File: src/fetch_consts.svh
`ifndef FETCH_CONSTS_SVH
`define FETCH_CONSTS_SVH

// address and instruction width
`define FETCH_XLEN 32

// byte offset bits inside one word
`define FETCH_OFS_W 2

// cache index bits for 16 lines
`define FETCH_IDX_W 4

// remaining upper address bits form the tag
`define FETCH_TAG_W (`FETCH_XLEN - `FETCH_IDX_W - `FETCH_OFS_W)

// number of cache lines
`define FETCH_LINES (1 << `FETCH_IDX_W)

// read response code for a good beat
`define FETCH_RESP_OKAY 2'b00

`endif

File: src/fetch_pkg.sv
`default_nettype none

`include "fetch_consts.svh"

package fetch_pkg;

    // one fetch address seen as a plain word or split for the cache
    typedef union packed {
        logic [`FETCH_XLEN-1:0] raw;
        struct packed {
            logic [`FETCH_TAG_W-1:0] tag;
            logic [`FETCH_IDX_W-1:0] index;
            logic [`FETCH_OFS_W-1:0] offset;
        } f;
    } fetch_addr_u;

    // fetch control states
    typedef enum logic [1:0] {
        IDLE   = 2'b00,
        LOOKUP = 2'b01,
        CHECK  = 2'b10,
        BUSY   = 2'b11
    } fetch_state_e;

endpackage

`default_nettype wire

File: src/fetch_icache.sv
`timescale 1ns/100ps
`default_nettype none

`include "fetch_consts.svh"

module fetch_icache (
    input  wire                    clk,
    input  wire                    rst,

    // lookup request from the fetch unit
    input  wire                    icache_req,
    input  wire [`FETCH_XLEN-1:0]  lookup_addr,

    // refill from the read channel
    input  wire                    fill_valid,
    input  wire [`FETCH_XLEN-1:0]  fill_data,

    input  wire                    icache_flush,

    output logic                   icache_hit,
    output logic [`FETCH_XLEN-1:0] icache_data,
    output logic                   mem_req
);

    localparam int LINES = `FETCH_LINES;

    fetch_pkg::fetch_addr_u look;
    fetch_pkg::fetch_addr_u req_addr;

    logic [LINES-1:0]         line_valid;
    logic [`FETCH_TAG_W-1:0]  tag_mem  [LINES];
    logic [`FETCH_XLEN-1:0]   data_mem [LINES];
    logic                     look_hit;

    ////////////////////////////////////////////////////////////
    // lookup
    ////////////////////////////////////////////////////////////

    assign look = lookup_addr;

    assign look_hit = line_valid[look.f.index] &&
                      (tag_mem[look.f.index] == look.f.tag);

    ////////////////////////////////////////////////////////////
    // valid bits and lookup result
    ////////////////////////////////////////////////////////////

    always_ff @(posedge clk or posedge rst) begin
        if (rst) begin
            line_valid <= '0;
            icache_hit <= 1'b0;
            mem_req    <= 1'b0;
        end else begin
            if (icache_req) begin
                icache_hit <= look_hit;
                mem_req    <= !look_hit;
            end else if (fill_valid) begin
                mem_req <= 1'b0;
            end

            if (fill_valid) begin
                line_valid[req_addr.f.index] <= 1'b1;
            end

            // flush wins over a fill in the same cycle
            if (icache_flush) begin
                line_valid <= '0;
            end
        end
    end

    ////////////////////////////////////////////////////////////
    // tag and data arrays
    ////////////////////////////////////////////////////////////

    always_ff @(posedge clk) begin
        if (icache_req) begin
            req_addr    <= look;
            icache_data <= data_mem[look.f.index];
        end

        // fill goes to the line of the address that missed
        if (fill_valid) begin
            tag_mem[req_addr.f.index]  <= req_addr.f.tag;
            data_mem[req_addr.f.index] <= fill_data;
        end
    end

    ////////////////////////////////////////////////////////////
    // checks
    ////////////////////////////////////////////////////////////

    // a refill only answers an outstanding miss
    fill_during_miss: assert property (
        @(posedge clk) disable iff (rst)
        fill_valid |-> mem_req
    );

    // the fetch unit never looks up while a fill lands
    req_fill_excl: assert property (
        @(posedge clk) disable iff (rst)
        !(icache_req && fill_valid)
    );

endmodule

`default_nettype wire

File: src/fetch_ifu.sv
`timescale 1ns/100ps
`default_nettype none

`include "fetch_consts.svh"

module fetch_ifu (
    input  wire                    clk,
    input  wire                    rst,
    input  wire [`FETCH_XLEN-1:0]  pc,

    // decode side
    input  wire                    idu_ready,
    output logic                   inst_valid,
    output logic [`FETCH_XLEN-1:0] inst,
    output logic                   fetch_err,

    // cache side
    input  wire                    icache_hit,
    input  wire [`FETCH_XLEN-1:0]  icache_data,
    input  wire                    mem_req,
    output logic                   icache_req,
    output logic [`FETCH_XLEN-1:0] lookup_addr,
    output logic                   fill_valid,

    // AXI-lite read channels
    output logic [`FETCH_XLEN-1:0] araddr,
    output logic                   arvalid,
    input  wire                    arready,
    input  wire [`FETCH_XLEN-1:0]  rdata,
    input  wire [1:0]              rresp,
    input  wire                    rvalid,
    output logic                   rready
);

    fetch_pkg::fetch_state_e state;
    fetch_pkg::fetch_addr_u  last_pc;

    logic beat;
    logic beat_ok;

    assign beat    = rvalid && rready;
    assign beat_ok = beat && (rresp == `FETCH_RESP_OKAY);

    // only a good beat refills the cache
    assign fill_valid  = beat_ok;
    assign lookup_addr = last_pc.raw;

    ////////////////////////////////////////////////////////////
    // fetch state machine
    ////////////////////////////////////////////////////////////

    always_ff @(posedge clk or posedge rst) begin
        if (rst) begin
            state       <= fetch_pkg::IDLE;
            last_pc.raw <= '1;
            icache_req  <= 1'b0;
            arvalid     <= 1'b0;
            rready      <= 1'b0;
            inst_valid  <= 1'b0;
            fetch_err   <= 1'b0;
        end else begin
            icache_req <= 1'b0;
            case (state)
                fetch_pkg::IDLE: begin
                    if (pc != last_pc.raw) begin
                        last_pc.raw <= pc;
                        icache_req  <= 1'b1;
                        state       <= fetch_pkg::LOOKUP;
                    end
                end
                fetch_pkg::LOOKUP: begin
                    // the cache answers one edge after the request
                    if (!icache_req) begin
                        state <= fetch_pkg::CHECK;
                    end
                end
                fetch_pkg::CHECK: begin
                    if (inst_valid) begin
                        if (idu_ready) begin
                            inst_valid <= 1'b0;
                            state      <= fetch_pkg::IDLE;
                        end
                    end else if (icache_hit) begin
                        inst_valid <= 1'b1;
                    end else if (mem_req) begin
                        arvalid <= 1'b1;
                        state   <= fetch_pkg::BUSY;
                    end
                end
                fetch_pkg::BUSY: begin
                    if (inst_valid) begin
                        if (idu_ready) begin
                            inst_valid <= 1'b0;
                            fetch_err  <= 1'b0;
                            state      <= fetch_pkg::IDLE;
                        end
                    end else begin
                        if (arvalid && arready) begin
                            arvalid <= 1'b0;
                            rready  <= 1'b1;
                        end
                        if (beat) begin
                            rready     <= 1'b0;
                            inst_valid <= 1'b1;
                            fetch_err  <= !beat_ok;
                        end
                    end
                end
                default: state <= fetch_pkg::IDLE;
            endcase
        end
    end

    // output word and read address
    always_ff @(posedge clk) begin
        if (state == fetch_pkg::CHECK && !inst_valid) begin
            if (icache_hit) begin
                inst <= icache_data;
            end else begin
                araddr <= last_pc.raw;
            end
        end
        if (state == fetch_pkg::BUSY && beat) begin
            inst <= beat_ok ? rdata : '0;
        end
    end

    ////////////////////////////////////////////////////////////
    // checks
    ////////////////////////////////////////////////////////////

    ar_hold: assert property (
        @(posedge clk) disable iff (rst)
        arvalid && !arready |=> arvalid
    );

    ar_addr_stable: assert property (
        @(posedge clk) disable iff (rst)
        arvalid && !arready |=> $stable(araddr)
    );

    no_valid_in_idle: assert property (
        @(posedge clk) disable iff (rst)
        state == fetch_pkg::IDLE |-> !inst_valid
    );

endmodule

`default_nettype wire

File: src/fetch_top.sv
`timescale 1ns/100ps
`default_nettype none

`include "fetch_consts.svh"

module fetch_top (
    input  wire                    clk,
    input  wire                    rst,
    input  wire [`FETCH_XLEN-1:0]  pc,
    input  wire                    idu_ready,
    input  wire                    icache_flush,
    input  wire                    arready,
    input  wire [`FETCH_XLEN-1:0]  rdata,
    input  wire [1:0]              rresp,
    input  wire                    rvalid,
    output wire                    inst_valid,
    output wire [`FETCH_XLEN-1:0]  inst,
    output wire                    fetch_err,
    output wire [`FETCH_XLEN-1:0]  araddr,
    output wire                    arvalid,
    output wire                    rready
);

    wire                   icache_req;
    wire [`FETCH_XLEN-1:0] lookup_addr;
    wire                   fill_valid;
    wire                   icache_hit;
    wire [`FETCH_XLEN-1:0] icache_data;
    wire                   mem_req;

    fetch_ifu u_ifu (
        .clk         (clk),
        .rst         (rst),
        .pc          (pc),
        .idu_ready   (idu_ready),
        .inst_valid  (inst_valid),
        .inst        (inst),
        .fetch_err   (fetch_err),
        .icache_hit  (icache_hit),
        .icache_data (icache_data),
        .mem_req     (mem_req),
        .icache_req  (icache_req),
        .lookup_addr (lookup_addr),
        .fill_valid  (fill_valid),
        .araddr      (araddr),
        .arvalid     (arvalid),
        .arready     (arready),
        .rdata       (rdata),
        .rresp       (rresp),
        .rvalid      (rvalid),
        .rready      (rready)
    );

    // refill data comes straight off the read channel
    fetch_icache u_icache (
        .clk          (clk),
        .rst          (rst),
        .icache_req   (icache_req),
        .lookup_addr  (lookup_addr),
        .fill_valid   (fill_valid),
        .fill_data    (rdata),
        .icache_flush (icache_flush),
        .icache_hit   (icache_hit),
        .icache_data  (icache_data),
        .mem_req      (mem_req)
    );

endmodule

`default_nettype wire

File: config.mk
export PLATFORM = sky130hd
export DESIGN_NAME = fetch_top
export DESIGN_NICKNAME = d
export VERILOG_FILES = /design/src/fetch_pkg.sv /design/src/fetch_icache.sv /design/src/fetch_ifu.sv /design/src/fetch_top.sv
export VERILOG_INCLUDE_DIRS = /design/src
export SDC_FILE = /design/constraint.sdc
export NUM_CORES = 1
export LEC_CHECK = 0
export BUFFER_PORTS_ARGS = -buffer_cell sky130_fd_sc_hd__buf_2
export CAP_MARGIN = 20
export CORE_MARGIN = 8
export CORE_UTILIZATION = 55
export CTS_BUF_LIST = sky130_fd_sc_hd__clkbuf_2
export DETAILED_ROUTE_END_ITERATION = 8
export PLACE_DENSITY = 0.72
export SYNTH_ARGS = -nofsm -noshare
export SYNTH_HDL_FRONTEND = slang
export SYNTH_SLANG_ARGS = --single-unit
File: constraint.sdc
create_clock -name clk -period 6.8 [get_ports clk]
set_input_delay 1.36 -clock clk [delete_from_list [all_inputs] [get_ports clk]]
set_output_delay 1.36 -clock clk [all_outputs]
set_load 0.05 [all_outputs]
# Word level (Yosys, flattened, before mapping)
# Memories as Yosys holds them, arrays and structs flattened. A register that Yosys moved wholly into a read port is not among the register bits.
# Index checks and enable logic that the tools add are counted.
# W data, S select, Z words.
dict set report totals {
  register_bits 153
  mem_count 2
  ramBits 928
}
dict set report classes {
  n_reduce_logical 26
  bitwise 3
  eq_ne 16
  n_lt_le_gt_ge 3
  muxes 41
}
# memory words word_bits rd rd_clocked_by_memory_dff write_ports line
set memory_table {}
lappend memory_table {u_icache.data_mem 16 32 1 1 1 fetch_icache.sv:32} ;# logic [`FETCH_XLEN-1:0] data_mem [LINES];
lappend memory_table {u_icache.tag_mem 16 26 1 0 1 fetch_icache.sv:31} ;# logic [`FETCH_TAG_W-1:0] tag_mem [LINES];
# operator n
set op_table {}
lappend op_table {{$mux W32} 4}
lappend op_table {{$mux W16} 2}
lappend op_table {{$ne A32 B32 Y1} 1}
lappend op_table {{$eq A26 B26 Y1} 1}
lappend op_table {{$mux W1} 23}
lappend op_table {{$or A16 B16 Y16} 1}
lappend op_table {{$mux W2} 7}
lappend op_table {{$reduce_bool A2 Y1} 7}
lappend op_table {{$lt A4 B5 Y1 const B} 2}
lappend op_table {{$ne A2 B2 Y1 const B} 5}
lappend op_table {{$ne A2 B1 Y1 const B} 4}
lappend op_table {{$pmux W2 S4} 1}
lappend op_table {{$logic_and A1 B1 Y1} 7}
lappend op_table {{$reduce_and A2 Y1} 3}
lappend op_table {{$reduce_and A3 Y1} 2}
lappend op_table {{$reduce_and A6 Y1} 1}
lappend op_table {{$reduce_and A5 Y1} 1}
lappend op_table {{$bmux W1 S4} 1}
lappend op_table {{$demux W1 S4} 1}
lappend op_table {{$eq A2 B2 Y1 const B} 2}
lappend op_table {{$ge A4 B1 Y1 const B} 1}
lappend op_table {{$logic_not A2 Y1} 2}
lappend op_table {{$pmux W1 S2} 2}
lappend op_table {{$logic_not A1 Y1} 3}
lappend op_table {{4 further kinds} 5}

# Depth between registers and ports, before layout
# Gate-level depths: netlist (run 1).
dict set report depth {
  word_depth 7
  ltp_mapped 11
  mapped_depth_nobuf 7
}

# By module
# From an unflattened synthesis (run 1), not the netlist that was laid out.
dict set report hier_totals {
  cells_unflattened 1876
  hier_area_um2 42455.7
}
# module seq_area_each_um2 area_each_um2 cells_per_inst instances
set modules_own_cells {}
lappend modules_own_cells {fetch_icache 30178.9 38249.2 1618 1}
lappend modules_own_cells {fetch_ifu 2937.8 4206.5 258 1}

# Worst setup path after synthesis (run 1)
# Ideal clock, no wire load.
dict set report synth_timing {
  kind {input-to-reg}
  start {input rresp[1]}
  end {memory u_icache.data_mem[0][0] in the netlist's numbering (enable)}
  n_path_buf 0
  arrival_ns 6.223
  setup_time_ns 0.548
  cell_stages 4
  setup_slack_ns 0.030
  cell_sequence {nor2_1 > nand3_1 > or3_1 > nor3_1}
}
dict set report synth_between {
  elab_chain_cells 4
}
# item line
set synth_rtl {}
lappend synth_rtl {{start, declared} fetch_top.sv:14} ;# input wire [1:0] rresp,
lappend synth_rtl {{$logic_not A2 Y1 (no line)} n/a}
lappend synth_rtl {{$logic_and A1 B1 Y1} fetch_ifu.sv:42} ;# assign beat_ok = beat && (rresp == `FETCH_RESP_OKAY);
lappend synth_rtl {{$mux W1} fetch_icache.sv:83} ;# if (fill_valid) begin
lappend synth_rtl {{$mux W1 (not written as such)} fetch_icache.sv:85} ;# data_mem[req_addr.f.index] <= fill_data;
lappend synth_rtl {{end, declared} fetch_icache.sv:32}
# Every way passes these cells.

# Worst setup path in the final report (run 1)
dict set report layout_timing {
  start {register u_ifu.last_pc (netlist bit u_ifu.lookup_addr[2])}
  end {register u_icache.icache_hit}
}
dict set report layout_between {
  elab_chain_cells 3
}
# item line
set layout_rtl {}
lappend layout_rtl {{start, declared} fetch_ifu.sv:36} ;# fetch_pkg::fetch_addr_u last_pc;
lappend layout_rtl {{$mem_v2 Z16 W26 / $bmux W1 S4 (equally long branches)} n/a}
lappend layout_rtl {{$eq A26 B26 Y1 / $mux W1 (equally long branches)} {fetch_icache.sv:42, fetch_icache.sv:41}}
lappend layout_rtl {{$logic_and A1 B1 Y1 (*)} fetch_icache.sv:41} ;# assign look_hit = line_valid[look.f.index] &&
lappend layout_rtl {{end signal, assigned} fetch_icache.sv:55} ;# icache_hit <= look_hit;
lappend layout_rtl {{end, declared} fetch_icache.sv:20} ;# output logic icache_hit,
# Mark *: on every way between the ends. The rest lies on a longest branch, timed or not. The select of a mux whose other input is x is not followed.
# A chain may end at the register's enable or synchronous reset.

==> metrics.txt, run 1 <==
status complete, no violations; post-synthesis cell type count 57; Initial Util 55.2%; postcts setup bufs 0; CTS Buffer Depth 4; row cnt 102; CTS tree done; FMAX 248 MHz; Hold-fix buffers, CTS 0; Peak VDD IR 369 µV; Hold Crit Depth 2; Ports 140; stages on the worst setup path 8; Post-DP HPWL 53,200 µm; CP Launch Type flip-flop; largest net degree at the start of global routing 91; Sum Neg Setup Slack 0 ns; Vias 21,413; nets@finish 2,418; Seq cells post-synth 1,111; CP Class reg -> reg; min Tclk post-route 4.03 ns; worst-case clock skew 0.134 ns; Synth Instances 1,967; Non-Filler Instances 3,567; routability cong. 0.809; RSZ-0062 raised after global routing false; TritonRoute pass-1 iters 7; power density of the placed cells 386 mW/mm²; H-tree levels 5; Post-DRT Antenna Nets 0; GRT Residual Overflow 0; Die Ht 294 µm; first-pass GRT wire length 143,000 µm; Routed WL 96,900 µm; CP cell instances buf_4 -> mux4_2 -> o22ai_1 -> a31oi_1 -> xnor2_1 -> o2111ai_1 -> a211oi_1 -> a32o_1; fin crit share 59.3%; CP endpoint kind flip-flop; crit path max-delay cell type dfstp_4; CP required 8.06 ns; delay-heaviest family, CP compound AO/OA/AOI/OAI gates; Synth warnings 0; Synth Cell Area 0.0426 mm²; Starting DRT DRC Count 2,291; final number of hold-violating endpoints 0; Slew @ Worst Pin 1.17 ns; dpl cells 3,097; final worst setup slack 2.77 ns; total global routing track utilization 22.5%; MaxCap Viol Count 0; vias in the first global route 22,848; clk sinks 1,111; Slew headroom 21.4%; Post-CTS Resized 0; Async S/R FF share, synth 5.13%; WL/cell 27.2 µm; Core Box Area 0.0771 mm²; final setup fails 0; Remaining DRCs 0; Avg Inst Size Synth 21.6 µm²; Lkg Pwr 15.7 nW; hold slack 0.209 ns; Chip Width 294 µm; Max FO, Critical Path 45; clock root cell clkbuf_2; antenna violations before repair 3; register area share after synthesis 77.8%; post-DR vias/cell 6.00; Post-Place Worst Slack 2.36 ns; layout cells sized above 1 37.7%; buffers and inverters on the worst path 1; total chip power 18.1 mW; Final Max Tran Viols 0; Worst Hold Class in -> reg; clk_lat worst skew 1.39 ns; PortBufs 139; Main synth FF type edfxtp_1; clk slew on worst S/H paths 0.12 ns; Worst Path Arrival 5.29 ns; number of flops mapped to enable cells by yosys 1,054; r2r worst-path depth 8; cts bufs inserted 287; syn_nets 2,039; CP peak stage delay 1.09 ns; Area growth syn-to-layout 10.3%; die area 0.0866 mm²
## cells by family (layout without fill, tap and decap cells)
family	count (synthesis)	in the layout	synth area share [%]
xor gates and xnor gates	71	71	1.46
buffers and inverters	110	665	1.31
and+or+nand+nor	211	211	2.14
DFF	1111	1111	77.8
muxes	347	347	15.4
AOI/OAI and AO/OA	117	117	1.87
other	0	5	0
## final cells by class
cell class / instances / area, µm²
Sequential cell: 1111 / 33100
Tap cell: 1040 / 1300
Clock buffer: 417 / 2090
Inverter: 14 / 52.6
Multi-Input combinational cell: 746 / 9050
Antenna cell: 5 / 12.5
Clock inverter: 48 / 213
Timing Repair Buffer: 186 / 1140
Fill cell: 5503 / 30100
## cell usage after synthesis (9+ instances only)
master,number,share of area (%)
clkbuf_1,35,0.31
buf_1,9,0.079
a22oi_1,10,0.18
xnor2_1,26,0.53
nand2_1,99,0.87
dfrtp_1,25,1.5
edfxtp_1,1054,74
nor3_1,9,0.11
xor2_1,45,0.93
nor4_1,9,0.13
buf_2,36,0.42
nand4_1,10,0.15
dfstp_2,32,2.0
o21ai_0,47,0.55
mux2i_1,75,1.8
mux2_2,27,0.71
nand3_1,11,0.13
inv_1,11,0.097
a31oi_1,9,0.13
mux4_2,244,13
nor2_1,54,0.48
## sequential cells by signal, indices dropped and copies added (netlist names)
register              count
u_ifu.lookup_addr        32
u_ifu.rready              1
u_ifu.arvalid             1
u_icache.icache_data     32
u_icache.data_mem       512
u_ifu.araddr             32
u_icache.req_addr        30
u_ifu.fetch_err           1
u_icache.icache_hit       1
u_icache.tag_mem        416
u_ifu.state               2
u_icache.line_valid      16
u_ifu.inst               32
u_icache.mem_req          1
u_ifu.icache_req          1
u_ifu.inst_valid          1
## final timing paths
check / start / to / slack [ns]
min: pc[30] / u_ifu.lookup_addr[30] / 0.21
max: u_ifu.lookup_addr[2] / u_icache.icache_hit / 2.77
min reg2reg: u_icache.line_valid[2] / u_icache.line_valid[2] / 0.51
min in group asynchronous: rst / u_ifu.fetch_err / 0.26
max reg2reg: u_ifu.lookup_addr[2] / u_icache.icache_hit / 2.77
max in group asynchronous: rst / u_ifu.icache_req / 5.85
## stage by stage
step	cell area, µm²	utilization [%]
after detailed placement	44700	58.0
after global placement	44700	57.9
after floorplan	42600	-
final	47000	60.9
after global routing	47000	60.9
after CTS	47000	60.9
## routing by layer
layer  track usage, %  up-vias  share of wire (%)
li1                 -     9030                  -
met1             29.4    11149                 39
met2             36.7     1077                 50
met3             6.27      157                9.0
met4             7.60        0                2.3
met5                0        -                  0
## worst reg2reg max path: cells and delay by family, from the launching register on
family | cells | cell delay (ns)
AOI/OAI and AO/OA | 5 | 1.16
DFF | 1 | 1.09
buffers and inverters | 1 | 0.84
muxes | 1 | 0.64
xor gates and xnor gates | 1 | 0.22
## power breakdown
| part | switching [mW] | internal (mW) |
|---|---|---|
| sequential | 0.848 | 8.41 |
| clock | 2.50 | 1.65 |
| combinational | 2.63 | 2.12 |
## placed cells by master, fill, tap and decap left out, drive strengths merged, types with 4 or more instances in the layout
cell type / count
and2: 4
xnor2: 26
nand2: 99
buf: 186
nand4: 10
a211oi: 4
a2bb2oi: 4
nor3: 9
nor4: 9
inv: 21
mux4: 245
nand2b: 6
edfxtp: 1054
a31oi: 9
dfstp: 32
a22o: 4
diode: 5
mux2i: 75
clkbuf: 417
mux2: 27
a21oi: 7
a221oi: 7
nand3: 11
xor2: 45
nor2: 54
nor2b: 5
dfrtp: 25
a22oi: 10
clkinv: 40
o21ai: 47
o2111ai: 4
(Power assumes the default switching activity.)
==> run 2: changes to the inputs <==
Settings changed: PLACE_DENSITY 0.72 to 0.75.
Clock period 6.8 ns to 3.7 ns, I/O delays scaled along.
==> metrics.txt, run 2 (same netlist as run 1, synthesis figures left out) <==
status complete, no violations; CP Class reg -> reg; Ports 140 (unchanged); Die Ht 294 µm (unchanged); Slew headroom 41.8% (+20 points); Initial Util 55.2% (unchanged); Remaining DRCs 0 (unchanged); Slew @ Worst Pin 0.873 ns (-0.293 ns); vias in the first global route 23,309 (+2.0%); final number of hold-violating endpoints 0 (unchanged); fin crit share 86.7% (+27 points); CTS Buffer Depth 4 (unchanged); power density of the placed cells 701 mW/mm² (+82%); most frequent cells in the layout edfxtp_1 (1,054), clkbuf_2 (396), mux4_2 (244); first-pass GRT wire length 147,000 µm (+3.3%); routability cong. 0.827 (+2.2%); min Tclk post-route 3.21 ns (-0.821 ns); part of the power in registers 50.0% (-1.0 points); Comb power frac 27.2% (+1.0 points); Area growth syn-to-layout 13.4%; met3 Use GR 6.18% (-0.090 points); met2 usage 37.3% (+0.56 points); switching share of power 32.9% (-0.050 points); CP cell instances mux4_2 -> a22o_1 -> a221oi_2 -> xor2_1 -> o2111ai_1 -> a211oi_1 -> a31oi_1; Vias 22,085 (+3.1%); WL/cell 27.2 µm (+0.33%); clk slew on worst S/H paths 0.11 ns (about the same); row cnt 102 (unchanged); largest net degree at the start of global routing 68 (-25%); largest registers u_icache.data_mem x512, u_icache.tag_mem x416; Final Max Tran Viols 0 (unchanged); post-DR vias/cell 6.00 (about the same); Top reg by flops u_icache.data_mem; CTS tree done; max reg flops 512 (unchanged); Post-DRT Antenna Nets 0 (unchanged); final core utilization 62.6% (+1.7 points); fillers 5,319 (-3.3%); grt peak-use layer met2; RSZ-0062 raised after global routing false; MaxCap Viol Count 0 (unchanged); final setup fails 0 (unchanged); clk sinks 1,111 (unchanged); clock root cell clkbuf_2; CP Launch Type flip-flop; Switch Pwr 11.1 mW (+86%); nets@finish 2,519 (+4.2%); Worst Path Arrival 4.47 ns (-0.82 ns); FMAX 312 MHz (+26%); clock share of power 22.8% (about the same); die area 0.0866 mm² (unchanged); TritonRoute pass-1 iters 5 (-2); H-tree levels 5 (unchanged); total global routing track utilization 23.2% (+0.75 points); Sum Neg Setup Slack 0 ns (unchanged); CP endpoint kind flip-flop; Chip Width 294 µm (unchanged); antenna violations before repair 2 (-1); layout cells sized above 1 36.6% (-1.0 points); Int Power 22.7 mW (+87%); Peak VDD IR 499 µV (+35%); CP peak stage delay 1.08 ns (about the same); crit path max-delay cell type dfstp_4; Core Box Area 0.0771 mm² (unchanged); Lkg Pwr 16.3 nW (+3.3%); cts bufs inserted 284 (-1.0%); PortBufs 139 (unchanged); grt met1 use 30.8% (+1.4 points); Max FO, Critical Path 44 (-2.2%); GRT Residual Overflow 0 (unchanged); CP required 4.96 ns (-3.10 ns); Starting DRT DRC Count 2,503 (+9.3%); worst-case clock skew 0.172 ns (+0.0376 ns); most common cell after layout, fill and taps aside edfxtp_1; clk_lat worst skew 1.42 ns (+0.03 ns); Routed WL 100,000 µm (+3.5%); Worst Hold Class in -> reg; Post-DP HPWL 55,000 µm (+3.4%)
[run 2: cell count changes in the layout (fill, tap and decap cells not counted), sizes merged]
cell | previous run | this run
buf | 186 | 214
bufinv | 1 | 3
clkbuf | 417 | 397
clkinv | 40 | 67
diode | 5 | 7
dlygate4sd3 | 0 | 75
inv | 21 | 19
[run 2: worst max-delay path, delay by kind of cell, from the launching register on]
kind / cells / cell delay [ns]
DFF: 1 / 1.08
muxes: 1 / 0.58
AOI/OAI and AO/OA: 5 / 1.16
xor gates and xnor gates: 1 / 0.26
[run 2: metrics by stage]
stage	hold slack, ns	worst slack, ns	total power, mW	area, µm²	cells
floorplan	0.458	-0.859	23.3	42600	1967
detailed placement	0.489	0.270	26.4	45100	3125
finish	0.169	0.491	33.9	48300	3679
CTS	0.00202	0.141	34.1	48300	3671
global placement	0.476	0.127	26.1	45100	3124
global route	0.0742	0.367	35.4	48300	3674
[run 2: path summary, 6_finish.rpt]
path / start / endpoint / slack, ns / cells past startpoint
max: u_ifu.lookup_addr[4] / u_icache.mem_req / 0.49 / 7
min: pc[22] / u_ifu.lookup_addr[22] / 0.17 / 3
max reg2reg: u_ifu.lookup_addr[4] / u_icache.mem_req / 0.49 / 7
min reg2reg: u_ifu.lookup_addr[14] / u_icache.req_addr[14] / 0.50 / 0
max in group asynchronous: rst / u_ifu.lookup_addr[14] / 2.03 / 5
min in group asynchronous: rst / u_icache.icache_hit / 0.54 / 4
[run 2: routing by layer]
layer | share of wire [%] | wire length [µm]
met4 | 2.6 | 2620
met1 | 39 | 38900
met2 | 49 | 49100
met3 | 9.6 | 9590
met5 | 0 | 0
[run 2: timing repair]
action / in CTS / in global routing
buffers inserted: 0 / 0
hold buffers: 75 / 0
gates resized for setup: 0 / 0
hold endpoints to repair: 624 / 0
[run 2: power by group through the flow]
stage | registers (mW) | clock network, mW | logic, mW
finish | 16.9 | 7.72 | 9.21
global route | 17.1 | 8.53 | 9.76
CTS | 16.9 | 7.92 | 9.26
detailed placement | 17.2 | 0 | 9.16
global placement | 17.1 | 0 | 8.99
floorplan | 17.0 | 0 | 6.28
[run 2: area by class of cell]
type	count	area (µm²)	share of cell area (%)
well taps	1040	1300	2.70
clock buffers	396	1980	4.11
multi-input cells	746	9070	18.8
repair buffers	290	2340	4.85
flip-flops and latches	1111	33100	68.6
inverters	14	52.6	0.109
diodes	7	17.5	0.0363
clock inverters	75	374	0.775
